$ cat config.mk
export PLATFORM = sky130hd
export DESIGN_NAME = bitcnt_top
export DESIGN_NICKNAME = d
export VERILOG_FILES = /design/src/rtl/bitcnt_pkg.sv /design/src/rtl/lzc.sv /design/src/rtl/popcount.sv /design/src/rtl/bitcnt_decode.sv /design/src/rtl/bitcnt_execute.sv /design/src/rtl/bitcnt_result.sv /design/src/rtl/bitcnt_top.sv
export SDC_FILE = /design/constraint.sdc
export NUM_CORES = 1
export LEC_CHECK = 0
export BUFFER_PORTS_ARGS = -buffer_cell sky130_fd_sc_hd__buf_2
export CELL_PAD_IN_SITES_DETAIL_PLACEMENT = 0
export CELL_PAD_IN_SITES_GLOBAL_PLACEMENT = 1
export CORE_UTILIZATION = 46
export CTS_BUF_LIST = sky130_fd_sc_hd__clkbuf_8
export DETAILED_ROUTE_END_ITERATION = 8
export GPL_TIMING_DRIVEN = 0
export PLACE_DENSITY = 0.88
export SYNTH_ARGS = -nofsm -noshare
export SYNTH_HDL_FRONTEND = slang
export SYNTH_SLANG_ARGS = --single-unit
$ cat constraint.sdc
create_clock -name clk_i -period 7.22 [get_ports clk_i]
set_input_delay 1.083 -clock clk_i [delete_from_list [all_inputs] [get_ports clk_i]]
set_output_delay 1.083 -clock clk_i [all_outputs]
set_load 0.05 [all_outputs]
$ cat src/rtl/bitcnt_pkg.sv
// Shared definitions for the pipelined bit-scan unit
// Operand width, opcode encoding, stage structs and the index-width helper
package bitcnt_pkg;

  // Operand width of the whole unit
  localparam int unsigned DATA_W = 32;

  // Smallest index width for num_idx positions, never below one bit
  function automatic int unsigned idx_width(input int unsigned num_idx);
    return (num_idx > 32'd1) ? unsigned'($clog2(num_idx)) : 32'd1;
  endfunction

  // A count field must hold 0 up to DATA_W inclusive
  localparam int unsigned CNT_W = idx_width(DATA_W + 1);

  // Operation codes, values 4 to 7 are illegal
  typedef enum logic [2:0] {
    OP_CLZ  = 3'd0,
    OP_CTZ  = 3'd1,
    OP_CPOP = 3'd2,
    OP_NORM = 3'd3
  } bitcnt_op_e;

  // Result selector produced by decode
  typedef enum logic [1:0] {
    SEL_LEAD  = 2'd0,
    SEL_TRAIL = 2'd1,
    SEL_POP   = 2'd2,
    SEL_NORM  = 2'd3
  } bitcnt_sel_e;

  // Request as presented at the unit input
  typedef struct packed {
    bitcnt_op_e        op;
    logic [DATA_W-1:0] operand;
  } bitcnt_req_t;

  // Decoded request handed from decode to execute
  typedef struct packed {
    bitcnt_sel_e       sel;
    logic              illegal;
    logic [DATA_W-1:0] operand;
  } bitcnt_ctrl_t;

  // Result of one request
  typedef struct packed {
    logic [DATA_W-1:0] data;
    logic [CNT_W-1:0]  cnt;
    logic              empty;
    logic              illegal;
  } bitcnt_res_t;

endpackage

$ cat src/rtl/lzc.sv
// Leading or trailing zero counter built as a binary selection tree
// Reports the position of the first set bit and flags an all-zero input
`timescale 1ns/10ps

module lzc import bitcnt_pkg::*; #(
  parameter int unsigned WIDTH = 32,
  // 1 searches from the MSB, 0 searches from the LSB
  parameter bit          MODE  = 1'b1
) (
  input  logic [WIDTH-1:0]            in_i,
  output logic [idx_width(WIDTH)-1:0] cnt_o,
  output logic                        empty_o
);

  if (WIDTH == 1) begin : gen_single

    // A single bit has only position zero, which is also WIDTH minus one
    assign cnt_o   = 1'b0;
    assign empty_o = ~in_i[0];

  end else begin : gen_tree

    // Number of tree levels and leaves, leaves padded up to a power of two
    localparam int unsigned NUM_LEVELS = $clog2(WIDTH);
    localparam int unsigned NUM_LEAVES = 2 ** NUM_LEVELS;
    localparam int unsigned NUM_NODES  = 2 * NUM_LEAVES - 1;

    // Input in search order, bit 0 is the first bit looked at
    logic [WIDTH-1:0] in_ord;

    // Heap-ordered tree: node n has children 2n+1 and 2n+2
    // The leaves sit at NUM_LEAVES-1 up to NUM_NODES-1
    logic [NUM_NODES-1:0]                 node_sel;
    logic [NUM_NODES-1:0][NUM_LEVELS-1:0] node_idx;

    // For a leading count the input is mirrored so that the MSB comes first
    always_comb begin
      for (int unsigned i = 0; i < WIDTH; i++) begin
        in_ord[i] = MODE ? in_i[WIDTH-1-i] : in_i[i];
      end
    end

    for (genvar k = 0; k < NUM_LEAVES; k++) begin : g_leaf
      // Padding leaves never win and carry WIDTH-1, so an empty input
      // always ends on that index
      localparam int unsigned LEAF_IDX = (k < WIDTH) ? k : WIDTH - 1;

      if (k < WIDTH) begin : g_real
        assign node_sel[NUM_LEAVES-1+k] = in_ord[k];
      end else begin : g_pad
        assign node_sel[NUM_LEAVES-1+k] = 1'b0;
      end
      assign node_idx[NUM_LEAVES-1+k] = NUM_LEVELS'(LEAF_IDX);
    end

    for (genvar n = 0; n < NUM_LEAVES - 1; n++) begin : g_node
      // The left child covers the lower positions and so has priority
      assign node_sel[n] = node_sel[2*n+1] | node_sel[2*n+2];
      assign node_idx[n] = node_sel[2*n+1] ? node_idx[2*n+1] : node_idx[2*n+2];
    end

    // Root of the tree holds the winning index
    assign cnt_o   = node_idx[0];
    assign empty_o = ~node_sel[0];

  end

endmodule

$ cat src/rtl/popcount.sv
// Population counter built as a balanced adder tree
// Partial sums grow by one bit on every level towards the root
`timescale 1ns/10ps

module popcount import bitcnt_pkg::*; #(
  parameter int unsigned WIDTH = 32
) (
  input  logic [WIDTH-1:0]              in_i,
  output logic [idx_width(WIDTH+1)-1:0] cnt_o
);

  // Tree shape, leaves padded with zeros up to a power of two
  localparam int unsigned NUM_LEVELS = $clog2(WIDTH);
  localparam int unsigned NUM_LEAVES = 2 ** NUM_LEVELS;
  localparam int unsigned OUT_W      = idx_width(WIDTH + 1);

  logic [NUM_LEAVES-1:0] leaves;

  // Zero padding does not change the sum
  always_comb begin
    leaves              = '0;
    leaves[WIDTH-1:0]   = in_i;
  end

  for (genvar lvl = 0; lvl <= NUM_LEVELS; lvl++) begin : g_lvl
    // Level lvl has NUM_LEAVES >> lvl sums of lvl+1 bits each
    localparam int unsigned NODES = NUM_LEAVES >> lvl;

    logic [NODES-1:0][lvl:0] sum;

    if (lvl == 0) begin : g_leaf
      assign sum = leaves;
    end else begin : g_add
      for (genvar k = 0; k < NODES; k++) begin : g_pair
        // Both operands are widened first so the carry is kept
        assign sum[k] = {1'b0, g_lvl[lvl-1].sum[2*k]} +
                        {1'b0, g_lvl[lvl-1].sum[2*k+1]};
      end
    end
  end

  // The root may be wider than needed when WIDTH is not a power of two
  assign cnt_o = g_lvl[NUM_LEVELS].sum[0][OUT_W-1:0];

endmodule

$ cat src/rtl/bitcnt_decode.sv
// Decode stage of the bit-scan unit
// Registers a request and turns its opcode into a result selector
`timescale 1ns/10ps

module bitcnt_decode import bitcnt_pkg::*; (
  input  logic         clk_i,
  input  logic         rst_n_i,
  input  logic         req_valid_i,
  input  bitcnt_req_t  req_i,
  output logic         ctrl_valid_o,
  output bitcnt_ctrl_t ctrl_o
);

  bitcnt_ctrl_t ctrl_d;

  // Opcode to selector mapping
  always_comb begin
    ctrl_d.operand = req_i.operand;
    ctrl_d.sel     = SEL_LEAD;
    ctrl_d.illegal = 1'b0;
    case (req_i.op)
      OP_CLZ:  ctrl_d.sel = SEL_LEAD;
      OP_CTZ:  ctrl_d.sel = SEL_TRAIL;
      OP_CPOP: ctrl_d.sel = SEL_POP;
      OP_NORM: ctrl_d.sel = SEL_NORM;
      // Codes 4 to 7 are flagged and later zeroed in execute
      default: ctrl_d.illegal = 1'b1;
    endcase
  end

  // The valid bit follows the strobe on every edge
  always_ff @(posedge clk_i) begin
    if (!rst_n_i) begin
      ctrl_valid_o <= 1'b0;
    end else begin
      ctrl_valid_o <= req_valid_i;
    end
  end

  // Payload is only loaded for a real request and holds otherwise
  always_ff @(posedge clk_i) begin
    if (req_valid_i) begin
      ctrl_o <= ctrl_d;
    end
  end

endmodule

$ cat src/rtl/bitcnt_execute.sv
// Execute stage of the bit-scan unit
// Runs both zero counters, the popcount and the normalize shift, then selects
`timescale 1ns/10ps

module bitcnt_execute import bitcnt_pkg::*; (
  input  bitcnt_ctrl_t ctrl_i,
  output bitcnt_res_t  res_o
);

  localparam int unsigned IDX_W = idx_width(DATA_W);

  // Raw counter outputs, which read WIDTH-1 on an empty operand
  logic [IDX_W-1:0] lead_raw;
  logic [IDX_W-1:0] trail_raw;
  logic             lead_empty;
  logic             trail_empty;
  logic [CNT_W-1:0] pop_cnt;

  // Corrected counts in the range 0 to DATA_W
  logic [CNT_W-1:0]  lead_cnt;
  logic [CNT_W-1:0]  trail_cnt;
  logic [DATA_W-1:0] norm_data;

  lzc #(
    .WIDTH (DATA_W),
    .MODE  (1'b1)
  ) i_lead (
    .in_i    (ctrl_i.operand),
    .cnt_o   (lead_raw),
    .empty_o (lead_empty)
  );

  lzc #(
    .WIDTH (DATA_W),
    .MODE  (1'b0)
  ) i_trail (
    .in_i    (ctrl_i.operand),
    .cnt_o   (trail_raw),
    .empty_o (trail_empty)
  );

  popcount #(
    .WIDTH (DATA_W)
  ) i_pop (
    .in_i  (ctrl_i.operand),
    .cnt_o (pop_cnt)
  );

  // An empty operand has DATA_W zeros, not WIDTH-1
  assign lead_cnt  = lead_empty ? CNT_W'(DATA_W) : CNT_W'(lead_raw);
  assign trail_cnt = trail_empty ? CNT_W'(DATA_W) : CNT_W'(trail_raw);

  // The raw count suffices for the shift since a zero operand shifts to zero anyway
  assign norm_data = ctrl_i.operand << lead_raw;

  always_comb begin
    res_o         = '0;
    res_o.empty   = lead_empty;
    res_o.illegal = ctrl_i.illegal;
    case (ctrl_i.sel)
      SEL_LEAD: begin
        res_o.cnt  = lead_cnt;
        res_o.data = DATA_W'(lead_cnt);
      end
      SEL_TRAIL: begin
        res_o.cnt  = trail_cnt;
        res_o.data = DATA_W'(trail_cnt);
      end
      SEL_POP: begin
        res_o.cnt  = pop_cnt;
        res_o.data = DATA_W'(pop_cnt);
      end
      default: begin
        // Normalize reports the shift amount beside the shifted operand
        res_o.cnt  = lead_cnt;
        res_o.data = norm_data;
      end
    endcase
    // Illegal requests only carry their flag
    if (ctrl_i.illegal) begin
      res_o.data  = '0;
      res_o.cnt   = '0;
      res_o.empty = 1'b0;
    end
  end

endmodule

$ cat src/rtl/bitcnt_result.sv
// Result stage of the bit-scan unit
// Registers the execute outcome and marks it with a one-cycle pulse
`timescale 1ns/10ps

module bitcnt_result import bitcnt_pkg::*; (
  input  logic        clk_i,
  input  logic        rst_n_i,
  input  logic        valid_i,
  input  bitcnt_res_t res_i,
  output logic        res_valid_o,
  output bitcnt_res_t res_o
);

  // Output pulse, one cycle per accepted request
  always_ff @(posedge clk_i) begin
    if (!rst_n_i) begin
      res_valid_o <= 1'b0;
    end else begin
      res_valid_o <= valid_i;
    end
  end

  // The last result stays on the outputs between pulses
  always_ff @(posedge clk_i) begin
    if (valid_i) begin
      res_o <= res_i;
    end
  end

endmodule

$ cat src/rtl/bitcnt_top.sv
// Top level of the pipelined bit-scan unit
// Decode, combinational execute and result register give a fixed latency of two
`timescale 1ns/10ps

module bitcnt_top import bitcnt_pkg::*; (
  input  logic        clk_i,
  input  logic        rst_n_i,
  input  logic        req_valid_i,
  input  bitcnt_req_t req_i,
  output logic        res_valid_o,
  output bitcnt_res_t res_o
);

  // Decode to execute
  bitcnt_ctrl_t ctrl;
  logic         ctrl_valid;

  // Execute to result
  bitcnt_res_t  exe_res;

  bitcnt_decode i_decode (
    .clk_i        (clk_i),
    .rst_n_i      (rst_n_i),
    .req_valid_i  (req_valid_i),
    .req_i        (req_i),
    .ctrl_valid_o (ctrl_valid),
    .ctrl_o       (ctrl)
  );

  bitcnt_execute i_execute (
    .ctrl_i (ctrl),
    .res_o  (exe_res)
  );

  // The valid bit bypasses execute since that stage has no state
  bitcnt_result i_result (
    .clk_i       (clk_i),
    .rst_n_i     (rst_n_i),
    .valid_i     (ctrl_valid),
    .res_i       (exe_res),
    .res_valid_o (res_valid_o),
    .res_o       (res_o)
  );

endmodule

==> results.py <==
metrics = {
    "setup_path": {
        "crit_path_end": "i_result.res_o[12]",
        "regToRegSetupSlack_ns": 1.45,
        "arrival_ns": 5.88,
        "critical_path.startpoint": "i_decode.ctrl_o[13]",
        "r2r_cells": 17,
        "end_kind": "register",
        "worstSetupStartpointType": "register",
        "crit_fanout": 10,
        "worstPathRequired_ns": 7.33,
        "worstSetupPathType": "reg2reg",
        "critical_path.reg2reg.startpoint": "i_decode.ctrl_o[13]",
        "r2r-end": "i_result.res_o[12]",
    },
    "min_path": {
        "hp-start": "i_decode.ctrl_o[32]",
        "hold_class": "reg2reg",
    },
    "timing": {
        "drv_slew": 0,
        "fin_skew_ns": 0.0117,
        "tightest_slew_ns": 0.958,
        "hold_slack_ns": 0.451,
        "rsz0062_at_grt": "false",
        "period_needed_ns": 5.77,
        "setup_viol": 0,
        "relSlewSlack_pct": 36.2,
        "fin_crit_sh_pct": 80.0,
        "max_freq_mhz": 173,
        "hold_violations": 0,
        "fin_tns_setup_ns": 0,
    },
    "synthesis": {
        "synth_fp_nets": 653,
        "syn_inst": 583,
        "yosys.area_share.adder_pct": 9.90,
        "synthMuxAreaShare_pct": 10.7,
        "syn_area_um2": 5870,
        "yosysWarnings": 0,
        "synth-seq-cells": 77,
        "yosysTopAreaCellShare_pct": 38.4,
        "synth_edf_count": 75,
        "synth-simple-area-share_pct": 13.2,
        "synthTopCellsByCount": "edfxtp_1, inv_1, mux2i_1",
        "yosys.cell_types.count": 77,
        "synth_top_area_cell": "edfxtp_1",
        "yosys-top-cells-area": "edfxtp_1, fa_1, mux2i_1",
        "synth_compound_area_share_pct": 20.7,
        "yosys_most_used_dff": "edfxtp_1",
        "synth.most_common_cell": "edfxtp_1",
        "avgSynthCellArea_um2": 10.1,
        "synthXorXnorAreaFrac_pct": 0.448,
        "synth_top_family_by_area": "compound AO/OA/AOI/OAI gates",
        "ys_async_sr_fraction_pct": 0,
        "seq_area_frac_synth_pct": 39.1,
    },
    "cts": {
        "worstSkewPairLatency_ns": 0.38,
        "numClockSinks": 77,
        "htreeDepth": 3,
        "cts-resized-gates": 0,
        "clk_pin_slew_ns": 0.09,
        "postCtsHoldBufs": 0,
        "cts_setup_buffers": 0,
        "tritoncts": "built",
        "clockBufferDepth": 2,
        "cts_root_buf": "clkbuf_8",
        "cts_buffers": 9,
    },
    "placed_design": {
        "dp_hpwl_mm": 14.6,
        "gp_congestion": 0.925,
        "placed_area_um2": 6470,
        "portBuffers": 78,
    },
    "global_routing": {
        "grt_max_degree": 42,
        "grt_pass1_wl_mm": 28.4,
        "overflow": 0,
        "track_usage_pct": 29.3,
        "grt_pass1_vias": 4945,
        "antenna_found_initial": 0,
    },
    "layout": {
        "multi_input_area_um2": 3220,
        "seqCellArea_um2": 2290,
        "fin_nets": 742,
        "nFillCells": 1141,
        "area.growth.synth_to_final_pct": 13.6,
        "final_area_um2": 6670,
        "final_layout_size_suffix_gt1_share_pct": 20.4,
        "antennaDiodeCount": 0,
    },
    "power_and_ir_drop": {
        "powerDensity_nw_per_um2": 313,
        "peakVddDrop_v": 0.000409,
        "totalPowerFinal_mw": 2.09,
        "p_leak_nw": 2.63,
    },
    "drt": {
        "vias": 5124,
        "drt_iter0_drc": 607,
        "drt_pre_antenna_iters": 5,
        "route.detailed.wl_per_inst_um": 21.9,
        "detail_route.wirelength_mm": 18.5,
        "drc_errors": 0,
        "viasPerCell": 6.06,
        "antenna_left": 0,
    },
    "floorplan": {
        "dieWidth_um": 115,
        "core_um2": 12200,
        "ios": 79,
        "die_h_um": 115,
        "initial_core_util_pct": 48.0,
        "die_area_um2": 13200,
        "rows": 40,
    },
    "run_status": {
        "status": "finished, final reports clean",
    },
    "run": {
        "maxCapViolations": 0,
    },
}
==> sequential cells by signal, summed over array words and instances (netlist names) <==
signal	cells
i_decode.ctrl_valid_o	1
i_decode.ctrl_o	35
i_result.res_valid_o	1
i_result.res_o	40
==> layout by cell type, fill, tap and decap left out, types with 14 or more instances in the layout <==
cell,count
mux2i_1,48
fa_1,24
nand2_1,35
o21ai_0,28
nor3_1,15
nand3_1,14
inv_1,50
nor2_1,42
buf_2,90
clkbuf_1,16
a21oi_1,44
edfxtp_1,75
==> metal layers <==
metal  share of wire (%)  GRT usage (%)
met1                  43           38.6
met2                  47           47.7
met3                 7.4           5.22
met4                 3.3           12.3
met5                   0              0
==> worst max-delay path, cell delays in order (launching register included) <==
cell and delay (ns):
edfxtp_1 0.33, clkbuf_1 0.36, inv_1 0.21, fa_1 0.54, fa_1 0.54, fa_1 0.45, fa_1 0.55, fa_1 0.43
fa_1 0.49, inv_1 0.04, ha_1 0.20, fa_1 0.42, a21o_1 0.18, a21oi_1 0.17, xnor2_1 0.09, and2_1 0.16
o21ai_0 0.24, o21ai_0 0.13
==> logic make-up (layout without fill, tap and decap cells) <==
logic type               after synthesis  in the layout
AO/OA/AOI/OAI                        174            174
AND/OR/NAND/NOR                      153            153
buffers and inverters                 85            179
flip-flops                            77             77
multiplexers                          59             59
adder cells (fa/ha/maj)               32             32
XOR/XNOR                               3              3
==> power by group <==
part	switching (mW)	total [mW]	internal (mW)
Sequential	0.0355	0.582	0.547
Combinational	0.703	1.17	0.472
Clock	0.171	0.332	0.161
==> how the worst min path moves through the flow <==
stage | endpoint | slack (ns) | cells past startpoint
3_3_place_gp | i_result.res_o[0] | 0.43 | 0
6_report | i_result.res_o[0] | 0.45 | 0
4_1_cts | i_result.res_o[0] | 0.45 | 0
3_5_place_dp | i_result.res_o[0] | 0.43 | 0
5_1_grt | i_result.res_o[0] | 0.48 | 0
2_1_floorplan | i_result.res_o[0] | 0.42 | 0
==> layout make-up <==
class | count | area share [%]
well taps | 168 | 3.15
multi-input cells | 421 | 48.3
clock buffers | 9 | 1.86
flip-flops and latches | 77 | 34.4
inverters | 50 | 2.82
plain buffers | 35 | 2.46
repair buffers | 78 | 5.86
clock inverters | 7 | 1.11
==> stage by stage <==
| step | cells | util (%) | worst slack (ns) |
|---|---|---|---|
| after floorplan | 583 | - | 2.06 |
| after global placement | 829 | 53.0 | 1.53 |
| after detailed placement | 829 | 53.0 | 1.48 |
| after CTS | 845 | 54.6 | 1.45 |
| after global routing | 845 | 54.6 | 1.21 |
| final | 845 | 54.6 | 1.45 |
Note: power is estimated with default switching activity, not from simulation.
